[src/design/cache_pkg.sv]
// --------------------------------------------------------------------------
// Data cache geometry and types
// --------------------------------------------------------------------------

package cache_pkg;

    // ----------------------------------------------------------------------
    // geometry
    // ----------------------------------------------------------------------
    localparam int unsigned NUM_WAYS   = 2;
    localparam int unsigned NUM_SETS   = 16;
    localparam int unsigned LINE_BYTES = 16;
    localparam int unsigned ADDR_WIDTH = 32;
    localparam int unsigned WORD_WIDTH = 64;
    localparam int unsigned LINE_WIDTH = LINE_BYTES * 8;

    // address split: | tag | index | word | byte |
    localparam int unsigned OFFSET_WIDTH   = $clog2(LINE_BYTES);
    localparam int unsigned INDEX_WIDTH    = $clog2(NUM_SETS);
    localparam int unsigned TAG_WIDTH      = ADDR_WIDTH - INDEX_WIDTH - OFFSET_WIDTH;
    localparam int unsigned WORD_BYTES     = WORD_WIDTH / 8;
    localparam int unsigned BYTE_SEL_WIDTH = $clog2(WORD_BYTES);
    localparam int unsigned WORD_SEL_WIDTH = OFFSET_WIDTH - BYTE_SEL_WIDTH;

    // ----------------------------------------------------------------------
    // types
    // ----------------------------------------------------------------------
    typedef logic [NUM_WAYS-1:0]       way_vec_t;
    typedef logic [INDEX_WIDTH-1:0]    index_t;
    typedef logic [TAG_WIDTH-1:0]      tag_t;
    typedef logic [ADDR_WIDTH-1:0]     addr_t;
    typedef logic [WORD_WIDTH-1:0]     word_t;
    typedef logic [LINE_WIDTH-1:0]     line_t;
    typedef logic [WORD_BYTES-1:0]     word_be_t;
    typedef logic [WORD_SEL_WIDTH-1:0] word_sel_t;

    // one tag store entry
    typedef struct packed {
        logic valid;
        tag_t tag;
    } tag_entry_t;

endpackage

[src/design/sram_array.sv]
// --------------------------------------------------------------------------
// Single-port synchronous array
// --------------------------------------------------------------------------

module sram_array #(
    parameter type entry_t = logic
) (
    input  logic              clk_i,
    input  logic              rst_ni,
    input  logic              req_i,
    input  logic              we_i,
    input  cache_pkg::index_t addr_i,
    input  entry_t            wdata_i,
    output entry_t            rdata_o
);
    import cache_pkg::*;

    localparam int unsigned DEPTH = NUM_SETS;

    entry_t mem_q [DEPTH];

    // storage, written on a request with we set
    always_ff @(posedge clk_i) begin
        if (req_i && we_i) begin
            mem_q[addr_i] <= wdata_i;
        end
    end

    // registered read port, holds its value between reads
    always_ff @(posedge clk_i or negedge rst_ni) begin
        if (!rst_ni) begin
            rdata_o <= '0;
        end else if (req_i && !we_i) begin
            rdata_o <= mem_q[addr_i];
        end
    end

endmodule

[src/design/tag_lookup.sv]
// --------------------------------------------------------------------------
// Tag lookup and hit detection
// --------------------------------------------------------------------------

module tag_lookup (
    input  logic                clk_i,
    input  logic                rst_ni,
    input  logic                req_i,
    input  cache_pkg::index_t   index_i,
    input  cache_pkg::tag_t     tag_i,
    input  cache_pkg::way_vec_t we_way_i,
    input  cache_pkg::tag_t     wtag_i,
    output cache_pkg::way_vec_t hit_way_o,
    output cache_pkg::way_vec_t valid_way_o
);
    import cache_pkg::*;

    tag_entry_t                wentry;
    tag_entry_t [NUM_WAYS-1:0] rentry;
    way_vec_t   [NUM_SETS-1:0] valid_q;
    way_vec_t                  valid_rd_q;
    tag_t                      tag_q;

    // a written entry is always a fresh line
    assign wentry = '{valid: 1'b1, tag: wtag_i};

    for (genvar w = 0; w < NUM_WAYS; w++) begin : gen_way
        sram_array #(
            .entry_t (tag_entry_t)
        ) tag_sram_i (
            .clk_i   (clk_i),
            .rst_ni  (rst_ni),
            .req_i   (req_i | we_way_i[w]),
            .we_i    (we_way_i[w]),
            .addr_i  (index_i),
            .wdata_i (wentry),
            .rdata_o (rentry[w])
        );

        // compare against the tag captured with the read
        assign hit_way_o[w] = valid_rd_q[w] & rentry[w].valid & (rentry[w].tag == tag_q);
    end

    assign valid_way_o = valid_rd_q;

    // valid bits live in flops so reset empties the cache
    always_ff @(posedge clk_i or negedge rst_ni) begin
        if (!rst_ni) begin
            valid_q    <= '0;
            valid_rd_q <= '0;
        end else begin
            if (req_i) begin
                valid_rd_q <= valid_q[index_i];
            end
            valid_q[index_i] <= valid_q[index_i] | we_way_i;
        end
    end

    always_ff @(posedge clk_i) begin
        if (req_i) begin
            tag_q <= tag_i;
        end
    end

endmodule

[config.mk]
export PLATFORM = sky130hd
export DESIGN_NAME = tag_lookup
export DESIGN_NICKNAME = d
export VERILOG_FILES = /design/src/design/cache_pkg.sv /design/src/design/sram_array.sv /design/src/design/tag_lookup.sv
export SDC_FILE = /design/constraint.sdc
export NUM_CORES = 1
export LEC_CHECK = 0
export BUFFER_PORTS_ARGS = -buffer_cell sky130_fd_sc_hd__buf_2
export CORE_MARGIN = 1
export CORE_UTILIZATION = 53
export DETAILED_ROUTE_END_ITERATION = 10
export GPL_TIMING_DRIVEN = 0
export HOLD_SLACK_MARGIN = 0.02
export PLACE_DENSITY = 0.72
export REMOVE_ABC_BUFFERS = 1
export SYNTH_ARGS = -nofsm -noshare
export SYNTH_HDL_FRONTEND = slang
export SYNTH_HIERARCHICAL = 1
export SYNTH_SLANG_ARGS = --single-unit
[constraint.sdc]
create_clock -name clk_i -period 1.8 [get_ports clk_i]
set_input_delay 0.09 -clock clk_i [delete_from_list [all_inputs] [get_ports clk_i]]
set_output_delay 0.09 -clock clk_i [all_outputs]
set_load 0.05 [all_outputs]
* After elaboration in Yosys (flattened, before gate mapping)
Memory sizes are Yosys's and may differ from the RTL's. A register that Yosys moved wholly into a read port is not among the register bits.
Cells that the tools add are included.
** Word-level totals
- Memories :: 2
- Word-level logic and storage cells :: 51
- Bits in writable memories :: 768
- Register bits :: 60
- Output and inout bits :: 4
- Input port bits :: 57
** Memory list
- gen_way[0].tag_sram_i.mem_q :: words 16, bits a word 24, read ports 1, clocked after memory_dff 1, wr ports 1, RTL line sram_array.sv:20 : entry_t mem_q [DEPTH];
- gen_way[1].tag_sram_i.mem_q :: words 16, bits a word 24, read ports 1, clocked after memory_dff 1, wr ports 1, RTL line sram_array.sv:20
** Cells by class
- Bitwise logic cells :: 7
- Reduce and logical (&&, ||, !) cells :: 9
- Muxes and demuxes :: 9
- Order comparisons :: 2
- Equal/unequal tests :: 2
** Operators by type and width (number)
- equality test 24 bit :: 2
- bitwise mux 32 bit :: 1
- binary-select mux 2 bit (select 4 bit) :: 1
- demux 2 bit (select 4 bit) :: 1
- logical AND 1 bit :: 5
- less-than comparator 4 x 5 -> 1 bit, second input constant :: 1
- bitwise AND 1 bit :: 4
- >= comparator 4 x 1 -> 1 bit, second input constant :: 1
- logical NOT 1 bit :: 4
- 2-to-1 mux 1 bit :: 4
- 2-to-1 mux 2 bit :: 2
- OR 1 bit :: 2
- OR 2 bit :: 1

* Longest topological paths before layout
Gate-level depths: netlist of run 1.
- Word-level depth :: 5
- Depth in mapped cells :: 8
- Mapped depth without buffers :: 4

* Hierarchy
The synthesis of run 1 kept the hierarchy.
** Modules (own cells, without submodules)
- sram_array :: cells an instance 791, instances 2, sequential area each 12637.1 um^2, area each 16246.8 um^2
- tag_lookup :: cells an instance 251, instances 1, sequential area each 1571.5 um^2, area each 2954.1 um^2

* Worst setup path after synthesis of run 1
No wires, ideal clock.
- Path type :: input-to-reg
- Start point :: in index_i[0]
- End point :: mem gen_way[0].tag_sram_i/mem_q[0][0] (netlist bit) (enable)
- Cell stages on the path :: 6
- Path buffers :: 3
- Setup slack :: -1.120 ns
- Setup time :: 0.438 ns
- Data required time :: 1.362 ns
- Arrival :: 2.482 ns
- Cell sequence :: buf_6 buf_12 buf_8 nor2_1 nand3_1 nor3_1
** RTL lines
- from (decl) :: RTL line tag_lookup.sv:9 : input cache_pkg::index_t index_i,
- to (decl) :: RTL line sram_array.sv:20
No word-level cell before the write port.

* Final worst setup path of run 1
- Start point :: reg tag_q[5]
- End point :: out hit_way_o[1]
** On the way
- Word-level cells in the longest chain between the ends :: 2
** RTL lines
- from (decl) :: RTL line tag_lookup.sv:22 : tag_t tag_q;
- from (signal assigned) :: RTL line tag_lookup.sv:61 : tag_q <= tag_i;
- equality test 24 bit :: RTL line tag_lookup.sv:41 : assign hit_way_o[w] = valid_rd_q[w] & rentry[w].valid & (rentry[w].tag == tag_q);
- bitwise AND 1 bit :: RTL line tag_lookup.sv:41
- to (decl) :: RTL line tag_lookup.sv:13 : output cache_pkg::way_vec_t hit_way_o,
No other way between the ends.

==> impl_results.md, run 1 <==
* Drt pass-1 iters at 8
* Post-layout util at 0.6353
* Pwr Density at 1106 nW/um^2
* # rows at 94
* Clock Power Share at 0.410
* Final hold violations at 0
* Synth async-reset ratio at 0.09251
* PortBufs at 60
* Largest net degree at the start of global routing at 52
* NetSw at 10130 uW
* First-pass GRT wire length at 125600 microns
* GP Congestion at 0.7668
* Clock Path Buffers at 3
* Most frequent cells in the layout: edfxtp_1, mux2i_1, mux4_2
* Syn_area_per_cell at 19.34 sq um
* Syn Std Cell Area at 35450 sq um
* Die height at 260.6 microns
* Clk_skew at 0.02430 ns
* Clk sinks at 908
* Synth cell types at 44
* WS Path Type: reg -> out
* Routed wire per std cell at 28.33 microns
* Initial antenna violation count at 1
* Combinational share of power at 0.068
* Fraction of layout instances using a drive strength above 1 at 0.2368
* Net Sw Frac at 0.2186
* Grt ovf at 0
* Flop pwr share at 0.522
* Arrival time at the worst endpoint at 2.49 ns
* DRC viols at 13
* Fin crit share at 1.432
* Relative slew slack at 0.2613
* Diode count at 0
* Startpoint types: flip-flop
* Status: finished, violations left
* Layout overhead on the synthesized area at 18.25%
* Via/cell ratio at 6.252
* Multi-input combinational cell area at 8354 sq um
* Dpl cells at 2739
* Cell-internal power at 36220 uW
* Die ar. at 67920 sq um
* Final setup viols at 2
* Max FO, Critical Path at 2
* Final Total Pwr at 46350 uW
* Commonest non-fill, non-tap cell in the layout: edfxtp_1
* Final Non-Filler Cells at 3009
* R2R depth at 4
* CTS root buf: clkbuf_16
* HPWL after DPL at 46620 microns
* Core ar. at 65980 sq um
* Flops & latches, synth at 908
* MaxCap Viol Count at 0
* IO Count at 61
* Tightest Pin Transition at 1.104 ns
* Post-synthesis sequential area ratio at 0.7573
* Peak Freq at 388.0 MHz
* Critical Path End Type: output pin
* Die width at 260.6 microns
* Synth warn at 6
* Worst Hold Path Cells at 3
* Number of global-route vias before repair at 19490
* CP required at 1.71 ns
* Starting Density at 0.5372
* Initial detailed-routing violation count at 2403
* Pleak at 0.01418 uW
* Max Slew Vio Count at 0
* Mapped Cells at 1833
* Routed Antenna Nets at 0
* RSZ-0062 raised after global routing: yes
* TritonCTS buffer count at 90
* Worst-Skew Late Latency at 0.65 ns
* Setup ws final at -0.7773 ns
* Layout net count at 2132
* Post-Route WL at 85250 microns
* Vias at 18810
* Reg clk slew, reported paths at 0.06 ns
* Register area at 26850 sq um
* Max IR drop VDD at 0.8354 mV
* Gr usage total at 0.2575
* Worst hold path type: in -> reg
* Final worst path period need at 2.577 ns
* Fillers at 4329
* EDFF count, synth at 824
* H-tree levels at 3
* CTS tree: built
* Violated checks: design-rule violations, negative setup slack
* Main synth FF type: edfxtp_1
cell type report:
class                      instances  area share
sequential                       908      0.6405
multi-input combinational        856      0.1993
timing repair buffer             219     0.06310
clock buffer                     118     0.05794
tap                              864     0.02579
clock inverter                    44     0.01337
path summary, 6_finish.rpt:
check                                                         end        start  slack (ns)
worst max register to register                        valid_q[22]  valid_q[16]        0.17
worst min register to register                        valid_q[23]  valid_q[23]        0.48
worst min-delay path                                  valid_q[30]   index_i[2]        0.06
worst max-delay path                                 hit_way_o[1]     tag_q[5]       -0.78
max in group asynchronous       gen_way[0].tag_sram_i/rdata_o[17]       rst_ni        0.90
min in group asynchronous       gen_way[0].tag_sram_i/rdata_o[18]       rst_ni        0.57
power by group through the flow:
stage	clock network [uW]	logic, uW	registers [uW]
after floorplan	0	1430	24400
after detailed placement	0	2800	24600
after global routing	20100	3390	24200
after global placement	0	2800	24600
final	19000	3170	24200
after CTS	19200	3090	24200
registers in the layout, summed over array words and instances (netlist names):
register,count
gen_way.tag_sram_i/mem_q,800
gen_way.tag_sram_i/rdata_o,50
valid_way_o,2
tag_q,24
valid_q,32
per-layer routing:
layer / global-route usage / part of all wire / vias up
li1: - / - / 7890
met1: 0.3428 / 0.38 / 9644
met2: 0.4124 / 0.48 / 1070
met3: 0.06352 / 0.10 / 209
met4: 0.09877 / 0.038 / 0
met5: 0 / 0 / -
worst max-delay path, cell delays in order, from the launching register on:
cell      delay (ns)
edfxtp_1        0.45
buf_4           0.18
xnor2_2         0.16
nand4_1         0.32
nor4_4          0.53
buf_6           0.22
through the flow:
step	TNS [ns]	setup WS [ns]	hold WS, ns	cell area (sq um)
after CTS	-1.473	-0.7568	0.03346	41790
final	-1.504	-0.7773	0.05994	41920
after global routing	-1.745	-0.8796	0.05647	41920
after floorplan	-412.84	-1.382	-0.2056	34780
after global placement	-7167.99	-10.43	0.2693	36160
after detailed placement	-940.57	-1.693	0.1252	37490
cell usage after synthesis (3+ instances only):
| cell type | instances | area share |
|---|---|---|
| buf_2 | 18 | 0.0025 |
| a22oi_1 | 16 | 0.0034 |
| a31oi_1 | 50 | 0.0088 |
| xor2_1 | 30 | 0.0074 |
| nor2_1 | 104 | 0.011 |
| clkbuf_1 | 28 | 0.0030 |
| mux4_2 | 120 | 0.076 |
| buf_12 | 5 | 0.0028 |
| mux2i_1 | 184 | 0.052 |
| a221oi_1 | 34 | 0.0084 |
| dfrtp_1 | 84 | 0.059 |
| o21ai_2 | 3 | 0.00074 |
| buf_4 | 18 | 0.0038 |
| buf_6 | 26 | 0.0083 |
| nand4_1 | 7 | 0.0012 |
| nor3_1 | 16 | 0.0023 |
| nand2_1 | 64 | 0.0068 |
| or2_2 | 6 | 0.0011 |
| o21ai_1 | 39 | 0.0055 |
| and2_1 | 4 | 0.00071 |
| nand2b_4 | 4 | 0.0016 |
| a21oi_2 | 6 | 0.0015 |
| xnor2_1 | 18 | 0.0044 |
| nor2b_1 | 6 | 0.0011 |
| o221a_2 | 14 | 0.0044 |
| a21oi_1 | 18 | 0.0025 |
| nand2b_1 | 6 | 0.0011 |
| buf_1 | 5 | 0.00053 |
| edfxtp_1 | 824 | 0.70 |
| o221a_1 | 36 | 0.011 |
| nand3_1 | 8 | 0.0011 |
| nor4_1 | 9 | 0.0016 |
cell families after synthesis:
group           count (synthesis)  synth area share
flops                         908            0.7573
xor+xnor                       48           0.01186
mux                           306            0.1288
compound gates                218           0.04705
buf+inv                       104           0.02220
other cells                     1         0.0001058
simple gates                  248           0.03261
repair_timing:
item,in CTS,in global routing
hold buffers,55,0
pin swaps,28,7
endpoints found under the setup margin,766,213
hold endpoints to repair,922,0
resized for setup,33,9
setup buffers,35,8
cloned,9,1
(Power assumes the default switching activity.)
==> run 2: changes to the inputs <==
--- a/config.mk
+++ b/config.mk
@@ -6,7 +6,8 @@
 export NUM_CORES = 1
 export LEC_CHECK = 0
 export BUFFER_PORTS_ARGS = -buffer_cell sky130_fd_sc_hd__buf_2
-export CORE_MARGIN = 1
+export CAP_MARGIN = 10
+export CORE_MARGIN = 2
 export CORE_UTILIZATION = 53
 export DETAILED_ROUTE_END_ITERATION = 10
 export GPL_TIMING_DRIVEN = 0
==> run 2 against run 1 <==
Net effect:
- the flow finishes with violations (negative setup slack)
- combinational power increased by 2%
- critical path depth unchanged
- power increased by 0.14%
- via count increased by 0.47%
- clock skew increased by 0.0062 ns
- register-to-register slack about the same
- worst hold slack improved by 0.067 ns
- worst setup slack got worse by 0.033 ns
- sequential cell count unchanged
- count of clock-buffer cells in the layout increased by 7
- non-clock buffer count increased by 6
- largest cell class unchanged
- highest routed layer unchanged
==> impl_results.md, run 2 (synthesized netlist as in run 1, its figures left out) <==
* Violated checks: negative setup slack (was design-rule violations, negative setup slack)
* Arrival time at the worst endpoint at 2.52 ns (was 2.49 ns)
* Hold WS at 0.1267 ns (was 0.05994 ns)
* PortBufs at 60 (unchanged)
* Max reg flops at 800 (unchanged)
* Register area at 26850 sq um (about the same)
* Reg clk slew, reported paths at 0.06 ns (about the same)
* TritonCTS buffer count at 90 (unchanged)
* Worst Hold Path Cells at 3 (unchanged)
* Starting Density at 0.5372 (unchanged)
* Largest net degree at the start of global routing at 71 (was 52)
* Commonest non-fill, non-tap cell in the layout: edfxtp_1 (unchanged)
* Relative slew slack at 0.3310 (was 0.2613)
* MaxCap Viol Count at 0 (unchanged)
* CP required at 1.71 ns (about the same)
* Tightest Pin Transition at 1.003 ns (was 1.104 ns)
* Largest Register: gen_way.tag_sram_i/mem_q (unchanged)
* WS Path Type: reg -> out (unchanged)
* Setup ws final at -0.8103 ns (was -0.7773 ns)
* Max FO, Critical Path at 2 (unchanged)
* Vias at 18900 (was 18810)
* Fillers at 4292 (was 4329)
* Peak Freq at 383.1 MHz (was 388.0 MHz)
* Fraction of layout instances using a drive strength above 1 at 0.2423 (was 0.2368)
* Critical R2R Launch: valid_q[4] (was valid_q[16])
* Routed Antenna Nets at 0 (unchanged)
* Setup Total Neg Slack at -1.527 ns (was -1.504 ns)
* Die ar. at 68970 sq um (was 67920 sq um)
* Gr usage total at 0.2493 (was 0.2575)
* Core ar. at 65980 sq um (unchanged)
* CTS tree: built (unchanged)
* Clk sinks at 908 (unchanged)
* Final Total Pwr at 46410 uW (was 46350 uW)
* Post-layout util at 0.6379 (was 0.6353)
* Layout overhead on the synthesized area at 18.73% (was 18.25%)
* Flop2flop setup slack at 0.17 ns (about the same)
* Final setup viols at 2 (unchanged)
* DRC viols at 0 (was 13)
* Multi-input combinational cell area at 8366 sq um (was 8354 sq um)
* Die width at 262.6 microns (was 260.6 microns)
* Worst hold path type: in -> reg (unchanged)
* Drt pass-1 iters at 5 (was 8)
* Grt ovf at 0 (unchanged)
* R2R depth at 4 (unchanged)
* GP Congestion at 0.7857 (was 0.7668)
* Final worst path period need at 2.610 ns (was 2.577 ns)
* Clock Path Buffers at 3 (unchanged)
* Max IR drop VDD at 1.002 mV (was 0.8354 mV)
* Largest regs: gen_way.tag_sram_i/mem_q x800, gen_way.tag_sram_i/rdata_o x50, valid_q x32 (unchanged)
* Critical Path End Type: output pin (unchanged)
* Via/cell ratio at 6.269 (was 6.252)
* Die height at 262.6 microns (was 260.6 microns)
* Post-Route WL at 86730 microns (was 85250 microns)
* Pleak at 0.01428 uW (was 0.01418 uW)
* Layout net count at 2134 (was 2132)
* Most frequent cells in the layout: edfxtp_1, mux2i_1, mux4_2 (unchanged)
* Crit path to: hit_way_o[0] (was hit_way_o[1])
* Reg2Reg Capture Point: valid_q[22] (unchanged)
* Worst-Skew Late Latency at 0.66 ns (was 0.65 ns)
* Routed wire per std cell at 28.77 microns (was 28.33 microns)
* IO Count at 61 (unchanged)
* RSZ-0062 raised after global routing: yes (unchanged)
* Fin crit share at 1.450 (was 1.432)
* Max Slew Vio Count at 0 (unchanged)
* HPWL after DPL at 48280 microns (was 46620 microns)
* Final hold violations at 0 (unchanged)
* # rows at 94 (unchanged)
* Initial antenna violation count at 1 (unchanged)
* Number of global-route vias before repair at 19600 (was 19490)
* Clk_skew at 0.03046 ns (was 0.02430 ns)
* Startpoint types: flip-flop (unchanged)
* Initial detailed-routing violation count at 2420 (was 2403)
* First-pass GRT wire length at 125900 microns (was 125600 microns)
* Status: finished, violations left (unchanged)
* Pwr Density at 1103 nW/um^2 (was 1106 nW/um^2)
* CTS root buf: clkbuf_16 (unchanged)
* Crit. Startpoint: gen_way[0].tag_sram_i/rdata_o[5] (was tag_q[5])
* H-tree levels at 3 (unchanged)
## run 2: layer usage
layer / wire length [microns] / share of wire / up-vias / track usage
met5: 0 / 0 / - / 0
met3: 8264 / 0.095 / 169 / 0.05219
met2: 42990 / 0.50 / 985 / 0.4126
met4: 2694 / 0.031 / 0 / 0.08030
li1: - / - / 7888 / -
met1: 32780 / 0.38 / 9860 / 0.3344
## run 2: stage by stage
stage	cells	worst slack, ns	area (sq um)
after floorplan	1760	-1.382	34780
after global placement	2684	-10.50	36160
after detailed placement	2745	-2.711	37610
after CTS	2998	-0.6765	41850
after global routing	3014	-0.8711	42080
final	3015	-0.8103	42090
## run 2: where the power goes
part | switching, uW | internal [uW]
Sequential | 504 | 23700
Combinational | 1900 | 1330
Clock | 7790 | 11200
## run 2: worst min path at each step
stage / startpoint / end / slack, ns
floorplan: rst_ni / gen_way[0].tag_sram_i/rdata_o[0] / -0.21
global placement: tag_i[16] / tag_q[16] / 0.27
detailed placement: rst_ni / valid_q[27] / 0.09
CTS: we_way_i[1] / valid_q[1] / 0.04
global route: we_way_i[0] / valid_q[2] / 0.11
finish: we_way_i[0] / valid_q[2] / 0.13
## run 2: timing repair
action                     in CTS  in global routing
resized for setup              34                  8
gates cloned                    7                  0
hold buffers                   54                  0
setup buffers                  27                 15
setup endpoints to repair     784                193
pin swaps                      25                 20
hold endpoints to repair      909                  0
## run 2: final cells by class
class                   count  share of cell area
repair buffers            225             0.06612
flip-flops and latches    908              0.6380
diodes                      1          0.00005946
multi-input cells         852              0.1988
clock buffers             125             0.05955
clock inverters            40             0.01186
well taps                 864             0.02569
## run 2: critical path, cell delays in order, from the launching register on
cell and delay [ns]:
dfrtp_2 0.45, xor2_1 0.20, nor4_4 0.39, nand3_2 0.23, nor4_4 0.40, buf_6 0.22
