--- config.mk ---
export PLATFORM = sky130hd
export DESIGN_NAME = cache_ctrl
export DESIGN_NICKNAME = d
export VERILOG_FILES = /design/src/design/cache_pkg.sv /design/src/design/cache_ctrl.sv
export SDC_FILE = /design/constraint.sdc
export NUM_CORES = 1
export LEC_CHECK = 0
export BUFFER_PORTS_ARGS = -buffer_cell sky130_fd_sc_hd__buf_4
export CORE_AREA = 2 2 352 354
export CTS_CLUSTER_SIZE = 8
export DETAILED_ROUTE_END_ITERATION = 16
export DIE_AREA = 0 0 354 356
export PLACE_DENSITY = 0.35
export SYNTH_ARGS = -nofsm -noshare
export SYNTH_HDL_FRONTEND = slang
export SYNTH_SLANG_ARGS = --single-unit
--- constraint.sdc ---
create_clock -name clk_i -period 9.95 [get_ports clk_i]
set_input_delay 1.4925 -clock clk_i [delete_from_list [all_inputs] [get_ports clk_i]]
set_output_delay 1.4925 -clock clk_i [all_outputs]
set_load 0.01 [all_outputs]
--- src/design/cache_pkg.sv ---
// --------------------------------------------------------------------------
// Data cache geometry and types
// --------------------------------------------------------------------------

package cache_pkg;

    // ----------------------------------------------------------------------
    // geometry
    // ----------------------------------------------------------------------
    localparam int unsigned NUM_WAYS   = 2;
    localparam int unsigned NUM_SETS   = 16;
    localparam int unsigned LINE_BYTES = 16;
    localparam int unsigned ADDR_WIDTH = 32;
    localparam int unsigned WORD_WIDTH = 64;
    localparam int unsigned LINE_WIDTH = LINE_BYTES * 8;

    // address split: | tag | index | word | byte |
    localparam int unsigned OFFSET_WIDTH   = $clog2(LINE_BYTES);
    localparam int unsigned INDEX_WIDTH    = $clog2(NUM_SETS);
    localparam int unsigned TAG_WIDTH      = ADDR_WIDTH - INDEX_WIDTH - OFFSET_WIDTH;
    localparam int unsigned WORD_BYTES     = WORD_WIDTH / 8;
    localparam int unsigned BYTE_SEL_WIDTH = $clog2(WORD_BYTES);
    localparam int unsigned WORD_SEL_WIDTH = OFFSET_WIDTH - BYTE_SEL_WIDTH;

    // ----------------------------------------------------------------------
    // types
    // ----------------------------------------------------------------------
    typedef logic [NUM_WAYS-1:0]       way_vec_t;
    typedef logic [INDEX_WIDTH-1:0]    index_t;
    typedef logic [TAG_WIDTH-1:0]      tag_t;
    typedef logic [ADDR_WIDTH-1:0]     addr_t;
    typedef logic [WORD_WIDTH-1:0]     word_t;
    typedef logic [LINE_WIDTH-1:0]     line_t;
    typedef logic [WORD_BYTES-1:0]     word_be_t;
    typedef logic [WORD_SEL_WIDTH-1:0] word_sel_t;

    // one tag store entry
    typedef struct packed {
        logic valid;
        tag_t tag;
    } tag_entry_t;

endpackage

--- src/design/cache_ctrl.sv ---
// --------------------------------------------------------------------------
// Data cache controller
// --------------------------------------------------------------------------

module cache_ctrl (
    input  logic                                       clk_i,
    input  logic                                       rst_ni,
    // core side
    input  logic                                       req_i,
    input  logic                                       we_i,
    input  cache_pkg::addr_t                           addr_i,
    input  cache_pkg::word_t                           wdata_i,
    input  cache_pkg::word_be_t                        be_i,
    input  logic                                       bypass_i,
    output logic                                       rvalid_o,
    output cache_pkg::word_t                           rdata_o,
    output logic                                       busy_o,
    // memory side
    output logic                                       mem_req_o,
    output logic                                       mem_we_o,
    output cache_pkg::addr_t                           mem_addr_o,
    output cache_pkg::word_t                           mem_wdata_o,
    output cache_pkg::word_be_t                        mem_be_o,
    input  logic                                       mem_rvalid_i,
    input  cache_pkg::line_t                           mem_rdata_i,
    // tag and line stores
    output logic                                       arr_req_o,
    output cache_pkg::index_t                          index_o,
    output cache_pkg::tag_t                            wtag_o,
    output cache_pkg::way_vec_t                        tag_we_way_o,
    output cache_pkg::way_vec_t                        data_we_way_o,
    output cache_pkg::word_sel_t                       word_sel_o,
    output cache_pkg::word_be_t                        be_o,
    output cache_pkg::word_t                           wdata_o,
    output logic                                       refill_o,
    output cache_pkg::line_t                           refill_line_o,
    input  cache_pkg::way_vec_t                        hit_way_i,
    input  cache_pkg::way_vec_t                        valid_way_i,
    input  cache_pkg::line_t [cache_pkg::NUM_WAYS-1:0] lines_i
);
    import cache_pkg::*;

    typedef enum logic [1:0] {
        IDLE,
        LOOKUP,
        REFILL
    } state_e;

    state_e              state_d, state_q;
    logic [NUM_SETS-1:0] ptr_q;
    logic                ptr_flip;
    way_vec_t            victim, victim_q;
    line_t               hit_line;

    // captured request
    logic      we_q;
    logic      bypass_q;
    addr_t     addr_q;
    word_t     wdata_q;
    word_be_t  be_q;
    index_t    req_index;
    tag_t      req_tag;
    word_sel_t req_word;

    assign req_index = addr_q[OFFSET_WIDTH +: INDEX_WIDTH];
    assign req_tag   = addr_q[ADDR_WIDTH-1 -: TAG_WIDTH];
    assign req_word  = addr_q[BYTE_SEL_WIDTH +: WORD_SEL_WIDTH];

    assign busy_o        = (state_q != IDLE);
    assign wtag_o        = req_tag;
    assign word_sel_o    = req_word;
    assign be_o          = be_q;
    assign wdata_o       = wdata_q;
    assign refill_line_o = mem_rdata_i;
    assign mem_wdata_o   = wdata_q;
    assign mem_be_o      = be_q;

    // line of the hitting way, zero on a miss
    always_comb begin : hit_mux
        hit_line = '0;
        for (int w = 0; w < NUM_WAYS; w++) begin
            if (hit_way_i[w]) begin
                hit_line = hit_line | lines_i[w];
            end
        end
    end

    // lowest invalid way first, else the set's pointer
    always_comb begin : victim_sel
        victim = way_vec_t'(1) << ptr_q[req_index];
        for (int w = NUM_WAYS - 1; w >= 0; w--) begin
            if (!valid_way_i[w]) begin
                victim = way_vec_t'(1) << w;
            end
        end
    end

    // ----------------------------------------------------------------------
    // request FSM
    // ----------------------------------------------------------------------
    always_comb begin : fsm
        state_d       = state_q;
        rvalid_o      = 1'b0;
        rdata_o       = '0;
        mem_req_o     = 1'b0;
        mem_we_o      = 1'b0;
        mem_addr_o    = '0;
        arr_req_o     = 1'b0;
        index_o       = req_index;
        tag_we_way_o  = '0;
        data_we_way_o = '0;
        refill_o      = 1'b0;
        ptr_flip      = 1'b0;

        case (state_q)
            IDLE: begin
                // every request looks up both stores
                index_o   = addr_i[OFFSET_WIDTH +: INDEX_WIDTH];
                arr_req_o = req_i;
                if (req_i) begin
                    state_d = LOOKUP;
                end
            end

            LOOKUP: begin
                state_d = IDLE;
                if (we_q) begin
                    // write-through, a hitting line is updated even in bypass
                    // so later cached loads stay coherent
                    mem_req_o     = 1'b1;
                    mem_we_o      = 1'b1;
                    mem_addr_o    = {addr_q[ADDR_WIDTH-1:BYTE_SEL_WIDTH],
                                     {BYTE_SEL_WIDTH{1'b0}}};
                    rvalid_o      = 1'b1;
                    data_we_way_o = hit_way_i;
                end else if (|hit_way_i && !bypass_q) begin
                    rvalid_o = 1'b1;
                    rdata_o  = hit_line[req_word * WORD_WIDTH +: WORD_WIDTH];
                end else begin
                    // line read from memory
                    mem_req_o  = 1'b1;
                    mem_addr_o = {addr_q[ADDR_WIDTH-1:OFFSET_WIDTH], {OFFSET_WIDTH{1'b0}}};
                    ptr_flip   = !bypass_q && (&valid_way_i);
                    state_d    = REFILL;
                end
            end

            REFILL: begin
                if (mem_rvalid_i) begin
                    rvalid_o = 1'b1;
                    rdata_o  = mem_rdata_i[req_word * WORD_WIDTH +: WORD_WIDTH];
                    if (!bypass_q) begin
                        tag_we_way_o  = victim_q;
                        data_we_way_o = victim_q;
                        refill_o      = 1'b1;
                    end
                    state_d = IDLE;
                end
            end

            default: begin
                state_d = IDLE;
            end
        endcase
    end

    // ----------------------------------------------------------------------
    // registers
    // ----------------------------------------------------------------------
    always_ff @(posedge clk_i or negedge rst_ni) begin
        if (!rst_ni) begin
            state_q <= IDLE;
            ptr_q   <= '0;
        end else begin
            state_q <= state_d;
            if (ptr_flip) begin
                ptr_q[req_index] <= ~ptr_q[req_index];
            end
        end
    end

    always_ff @(posedge clk_i) begin
        if (arr_req_o) begin
            we_q     <= we_i;
            bypass_q <= bypass_i;
            addr_q   <= addr_i;
            wdata_q  <= wdata_i;
            be_q     <= be_i;
        end
        if (state_q == LOOKUP) begin
            victim_q <= victim;
        end
    end

endmodule

# After elaboration in Yosys (flattened, before gate mapping)
# Index checks and enable logic that the tools add are counted.
# op_classes
n_reduce_logical	9
bitwise_logic	2
n_eq_ne	4
n_lt_le_gt_ge	2
n_mux	42
n_shift	3
# ops
cell	count
$mux W128	2
$shiftx A128 B8 Y64	2
$mux W64	3
$or A128 B128 Y128	1
$pmux W64 S2	1
$mux W32	3
$mux W2	9
$mux W1	17
$bwmux W16	1
$pmux W2 S3	1
$lt A4 B5 Y1 const B	1
$bmux W1 S4	1
$demux W1 S4	1
$ge A4 B1 Y1 const B	1
$mux W4	1
$ne A2 B2 Y1 const B	2
$pmux W2 S2	1
$reduce_and A2 Y1	2
$logic_and A1 B1 Y1	3
$eq A2 B1 Y1 const B	1
$eq A2 B2 Y1 const B	1
$logic_not A2 Y1	1
$pmux W1 S2	1
$reduce_bool A2 Y1	1
4 further kinds	4
# totals
regBits	126
in_bits	498
word_cells	70
output_inout_bits	407

# Logic depth before layout (Yosys ltp)
# Gate-level depths: netlist of run 1.
# logic_depth
ltp_word	7
ltp_mapped	7
ltp_nobuf	6

# Worst setup path after synthesis of run 1
# OpenSTA, ideal clock, no wires.
# synth_path
path_kind	input -> output
from	in req_i
to	out arr_req_o
stages	2
path_buffers	0
required_ns	8.457
setup_slack_ns	2.472
t_arrival_ns	5.986
path_cell_list	inv_1 nor2_1
# synth_between
elab_chain_cells	1
# synth_rtl
element	line_no	source
start: declaration	cache_ctrl.sv:9	input logic req_i,
$mux W1	cache_ctrl.sv:115	case (state_q)
end: declaration	cache_ctrl.sv:27	output logic arr_req_o,
# Every way passes these cells.

# Worst setup path after layout of run 1
# layout_path
from	in hit_way_i[0]
to	out rdata_o[43]
# layout_between
elab_chain_cells	7
word_cells_on_any_way	9
cone_classes	1 x shift; 5 x mux; 1 x bitwise; 2 x reduce/logical
# layout_rtl
element	line_no	source
start: declaration	cache_ctrl.sv:37	input cache_pkg::way_vec_t hit_way_i,
$mux W128	cache_ctrl.sv:82	if (hit_way_i[w]) begin
$or A128 B128 Y128	cache_ctrl.sv:83	hit_line = hit_line | lines_i[w];
$mux W128	cache_ctrl.sv:82	
$shiftx A128 B8 Y64	cache_ctrl.sv:138	rdata_o = hit_line[req_word * WORD_WIDTH +: WORD_WIDTH];
$mux W64 (*)	cache_ctrl.sv:136	end else if (|hit_way_i && !bypass_q) begin
$mux W64 (*)	cache_ctrl.sv:127	if (we_q) begin
$pmux W64 S2 (*)	cache_ctrl.sv:115	
end: declaration	cache_ctrl.sv:16	output cache_pkg::word_t rdata_o,
# Every way passes the cells marked *; elsewhere a longest branch is shown, timed or not.

==> results of run 1 <==
-- worst min-delay path by stage --
stage / cells past startpoint / endpoint
6_report: 1 / ptr_q[0]$_DFFE_PN0P_
2_1_floorplan: 1 / ptr_q[0]$_DFFE_PN0P_
5_1_grt: 1 / ptr_q[0]$_DFFE_PN0P_
4_1_cts: 1 / ptr_q[0]$_DFFE_PN0P_
3_5_place_dp: 1 / ptr_q[0]$_DFFE_PN0P_
3_3_place_gp: 1 / ptr_q[9]$_DFFE_PN0P_
-- cell usage in the layout (no fill, tap or decap), types with 5 or more instances in the layout --
cell type and n:
o21a_1 68, diode_2 15, clkbuf_16 17, mux2i_1 72, a221oi_1 64, dfrtp_1 18, a22oi_1 68, mux2_2 20
inv_1 5, edfxtp_1 105, and2_1 32, a211oi_1 64, nand3_1 6, nor2_1 70, clkinv_4 6, buf_4 911
-- area by class of cell --
class                   count  area [um^2]
fillers                 14075       105600
repair buffers            914         6899
multi-input cells         509         3852
flip-flops and latches    123         3603
well taps                1637         2048
clock buffers              18        429.2
clock inverters            13        171.4
diodes                     15        37.54
inverters                   5        18.77
-- cell families after synthesis --
group | synth area share [%]
AO/OA/AOI/OAI | 22.61
buffers and inverters | 21.99
other | 0.03945
multiplexers | 9.950
adder cells (fa/ha/maj) | 0.3949
flip-flops | 37.90
AND/OR/NAND/NOR | 7.107
-- Yosys cell counts (6+ instances only) --
cell type / n
mux2_2: 20
a221oi_1: 64
a22oi_1: 68
nand3_1: 6
dfrtp_1: 18
nor2_1: 71
buf_4: 229
buf_2: 42
o21a_1: 68
a211oi_1: 64
and2_1: 32
edfxtp_1: 105
clkbuf_1: 31
mux2i_1: 72
-- worst register-to-register path, delay by kind of cell (launching register included) --
family	cells	cell delay, ns
adders and majority gates	1	0.24
DFF	1	0.38
buffers and inverters	4	1.55
and+or+nand+nor	1	0.12
-- layer usage --
metal | track usage [%] | routed length [um] | vias up
li1 | - | - | 4574
met1 | 12.67 | 28760 | 4721
met2 | 20.34 | 38820 | 576
met3 | 4.471 | 7133 | 66
met4 | 3.432 | 1888 | 12
met5 | 0 | 81 | -
-- report_power, final --
part           switching (mW)  internal [mW]  total, mW
clock network           0.268          0.394      0.662
registers              0.0775          0.698      0.776
logic                   0.832          0.607       1.44
-- flip-flops by register name (all words and copies together) (netlist names) --
signal,flops
mem_wdata_o,64
addr_q,29
ptr_q,16
be_o,8
state_q,2
victim_q,2
bypass_q,1
we_q,1
-- stage by stage --
stage	instance area (um^2)	util, %
6_report	17060	13.91
5_1_grt	17030	13.88
4_1_cts	17020	13.88
3_5_place_dp	16420	13.39
2_1_floorplan	9514	-
3_3_place_gp	16420	13.39
==> results.cfg, run 1 <==
[run_status]
status = finished, final reports clean

[clock_network]
cts_resized = 0
clk_pin_slew_worst_paths_ns = 0.05
tritoncts = yes
cts_buffers = 17
postCtsSetupBuffers = 0
cts_hold_buf = 0
cts_buffer_depth = 2
cts_htree_levels = 4
cts_num_sinks = 123
insertion_delay_ns = 0.47
clock_tree.root_cell = clkbuf_16

[worst_setup_path]
crit_buf_inv = 2
crit_path_start = hit_way_i[0]
cp-endpoint = rdata_o[43]
crit_top_cell = buf_4
crit_slowest_cell = a211oi_1
crit_chain = buf_4, o21ba_2, nand2_4, a211oi_1, o21a_1, buf_4
end_kind = primary output
critPathTopFamily = compound AO/OA/AOI/OAI gates
r2r_start = state_q[0]$_DFFE_PN0P_
critPathMaxStageDelay_ns = 1.10
arrival_ns = 4.17
rr_endpoint = mem_wdata_o[40]$_DFFE_PP_
path_class = primary input to primary output
required_ns = 8.46
crit_fanout = 49
r2r_slack_ns = 7.20
worst-path-stages = 6
start_kind = primary input
ff2ff_path_depth = 6

[timing]
rsz0062_at_grt = false
setup_slack_ns = 4.286
worst_pin_slew_ns = 1.219
setup_tns_ns = 0
min_period_ns = 5.664
relSlewSlack_pct = 18.23
setup_viol = 0
timing.hold.ws_ns = 0.5033
fin_crit_sh_pct = 56.92
max_freq_ghz = 0.1766
finalClockSkew_ns = 0.01870
report.final.slew_viol_count = 0
final_hold_viol_count = 0

[finish]
final_nets = 2071
syn2layout_area_growth_pct = 79.45
fin_cells = 3234
drive_gt1_share_pct = 61.63

[grt]
grt_pass1_vias = 10094
grt_max_degree = 135
antenna_found_initial = 22
grt_overflow_total = 0
grtUsageTotal_pct = 11.50
grt_pass1_wl_mm = 96.05

[logic_synthesis]
synth_edf_count = 105
ys_seq_area_share_pct = 37.90
avgSynthCellArea_um2 = 10.11
syn_area_mm2 = 0.009507
yosysWarnings = 0
synth_area_leader_cell = edfxtp_1
synth-main-ff-cell = edfxtp_1
yosysUniqueCellTypes = 40
ys_seq_elements = 123
syn_inst = 940
ys_top_cells_by_area = edfxtp_1, buf_4, mux2i_1
ys_async_sr_fraction_pct = 14.63
yosysTopAreaCellShare_pct = 33.17

[detailed_routing]
wl_per_cell_um = 23.71
drc = 0
via_per_inst = 3.076
first_pass_iters = 5
vias = 9949
ant_nets = 0
drtIter0Drc = 619
routed_wl_mm = 76.68

[floorplanning]
start_util_pct = 7.750
die_area_mm2 = 0.1260
core-area_mm2 = 0.1227
rows = 129
ioPinCount = 905
dieWidth_um = 354
dieHeight_um = 356

[placement]
hpwl_mm = 65.99
dp_slack_ns = 4.378
port_buffers = 898
dp.cells = 3188
place_congestion = 0.7897

[min_path]
min_from = ptr_q[0]$_DFFE_PN0P_
hp-class = register to register

[power_and_ir_drop]
p_leak_nw = 7.423
cellPowerDensity_mw_per_mm2 = 168.6
vdd_drop_max_v = 0.0001651
power.total_mw = 2.877

[flow_run]
cap_viol_max_count = 0
No activity file was read; power rests on OpenSTA's default activity.
==> inputs of run 2 (changes only) <==
--- a/config.mk
+++ b/config.mk
@@ -6,11 +6,11 @@
 export NUM_CORES = 1
 export LEC_CHECK = 0
 export BUFFER_PORTS_ARGS = -buffer_cell sky130_fd_sc_hd__buf_4
-export CORE_AREA = 2 2 352 354
+export CORE_AREA = 2 2 354 356
 export CTS_CLUSTER_SIZE = 8
 export DETAILED_ROUTE_END_ITERATION = 16
-export DIE_AREA = 0 0 354 356
-export PLACE_DENSITY = 0.35
+export DIE_AREA = 0 0 356 358
+export PLACE_DENSITY = 0.36
 export SYNTH_ARGS = -nofsm -noshare
 export SYNTH_HDL_FRONTEND = slang
 export SYNTH_SLANG_ARGS = --single-unit
==> constraint.sdc (replaced) <==
create_clock -name clk_i -period 4.6 [get_ports clk_i]
set_input_delay 0.69 -clock clk_i [delete_from_list [all_inputs] [get_ports clk_i]]
set_output_delay 0.69 -clock clk_i [all_outputs]
set_load 0.01 [all_outputs]
==> run 2 against run 1 <==
Compared with the run above:
- global-route usage is 0.27 points lower
- combinational power is 120% higher
- first-iteration DRC count is 3.1% lower
- count of clock-buffer cells in the layout is 1 lower
- critical path depth is 1 lower
- register-to-register slack worse by 4.8 ns
- sequential share of layout area is 0.32 points lower
- final cell count is 0.62% higher
- wire length is 0.26% higher
- power is 120% higher
- largest power group unchanged
==> results.cfg, run 2 (synthesis gave the netlist of run 1 again) <==
[clock_network]
postCtsSetupBuffers = 0
cts_buffer_depth = 2
cts_hold_buf = 0
cts_htree_levels = 4
cts_num_sinks = 123
cts_resized = 0
insertion_delay_ns = 0.45
tritoncts = yes
clk_pin_slew_worst_paths_ns = 0.07
cts_buffers = 17
clock_tree.root_cell = clkbuf_16

[timing]
max_freq_ghz = 0.2507
setup_viol = 0
worst_pin_slew_ns = 1.266
finalClockSkew_ns = 0.01962
report.final.slew_viol_count = 0
timing.hold.ws_ns = 0.1226
setup_slack_ns = 0.6117
rsz0062_at_grt = false
setup_tns_ns = 0
final_hold_viol_count = 0
relSlewSlack_pct = 15.57
min_period_ns = 3.988
fin_crit_sh_pct = 86.70

[worst_setup_path]
crit_fanout = 24
crit_chain = buf_4, a221oi_1, a211oi_1, o21a_1, buf_4
path_class = register to primary output
start_kind = register
arrival_ns = 3.30
crit_slowest_cell = a221oi_1
crit_buf_inv = 2
end_kind = primary output
critPathTopFamily = compound AO/OA/AOI/OAI gates
crit_top_cell = buf_4
required_ns = 3.91
critPathMaxStageDelay_ns = 1.02

[floorplanning]
core-area_mm2 = 0.1233
start_util_pct = 7.709
dieHeight_um = 358
rows = 129
ioPinCount = 905
die_area_mm2 = 0.1274
dieWidth_um = 356

[finish]
drive_gt1_share_pct = 62.49
syn2layout_area_growth_pct = 82.25
final_nets = 2102
largest_register_ffs = 64
final_common_cell = buf_4
layout_common_cells = buf_4, edfxtp_1, mux2i_1

[detailed_routing]
via_per_inst = 3.106
first_pass_iters = 4
wl_per_cell_um = 23.63
routed_wl_mm = 76.88
drc = 0
vias = 10107
ant_nets = 0
drtIter0Drc = 600

[grt]
grtUsageTotal_pct = 11.24
grt_use_met2_pct = 19.83
grt_overflow_total = 0
met1_usage_pct = 13.10
antenna_found_initial = 16
grtUsageMet3_pct = 3.822
grt_max_degree = 105
grt_pass1_wl_mm = 95.89
top_usage_layer = met2
grt_pass1_vias = 10275

[power_and_ir_drop]
cellPowerDensity_mw_per_mm2 = 365.8
vdd_drop_max_v = 0.0002917
power.total_mw = 6.338
p_leak_nw = 7.604

[placement]
place_congestion = 0.8007
hpwl_mm = 67.15
port_buffers = 898
dp_slack_ns = 0.7920

[run_status]
status = finished, final reports clean

[min_path]
hp-class = primary input to asynchronous set/reset pin

[flow_run]
cap_viol_max_count = 0
run 2: cell count changes in the layout (fill, tap and decap cells not counted), sizes merged:
cell      before  now
clkbuf        18   17
bufinv         3    4
clkinvlp       2    1
clkinv         7    2
inv            6   12
diode         15    4
buf          914  945
run 2: power breakdown:
part | total [mW] | switching (mW) | leakage [nW] | internal [mW]
clock | 1.51 | 0.588 | 0.308 | 0.919
sequential | 1.72 | 0.208 | 1.24 | 1.51
combinational | 3.11 | 1.74 | 6.06 | 1.37
run 2: worst register-to-register path: stages, from the launching register on:
cell and delay [ns]:
edfxtp_1 1.01, mux2i_1 0.30, a22oi_1 0.16, a211o_1 0.34, and3_1 0.17
run 2: path summary, 6_finish.rpt:
check,slack (ns),startpoint,depth (start not counted),to
max,0.61,addr_q[3]$_DFFE_PP_,5,rdata_o[56]
min,0.12,rst_ni,1,ptr_q[13]$_DFFE_PN0P_
max reg2reg,2.38,addr_q[5]$_DFFE_PP_,4,victim_q[1]$_SDFFCE_PN0P_
min reg2reg,0.51,ptr_q[0]$_DFFE_PN0P_,1,ptr_q[0]$_DFFE_PN0P_
max in group asynchronous,4.25,rst_ni,1,ptr_q[10]$_DFFE_PN0P_
min in group clk_i,0.41,addr_i[19],1,addr_q[19]$_DFFE_PP_
run 2: stage by stage:
stage               instances  instance area (um^2)  utilization [%]
floorplan                 942                  9517                -
global placement         3219                 16680            13.53
detailed placement       3219                 16680            13.53
CTS                      3250                 17320            14.04
global route             3251                 17320            14.04
finish                   3254                 17330            14.05
run 2: area by class of cell:
class | instances | area [um^2]
Inverter | 5 | 18.77
Clock inverter | 14 | 209.0
Sequential cell | 123 | 3603
Timing Repair Buffer | 945 | 7157
Antenna cell | 4 | 10.01
Fill cell | 14147 | 106000
Clock buffer | 17 | 425.4
Tap cell | 1637 | 2048
Multi-Input combinational cell | 509 | 3854
run 2: layer usage:
| metal | up-vias | part of all wire (%) |
|---|---|---|
| met4 | 16 | 1.7 |
| met5 | - | 0.12 |
| met3 | 53 | 8.5 |
| met2 | 535 | 50 |
| met1 | 4869 | 40 |
| li1 | 4634 | - |
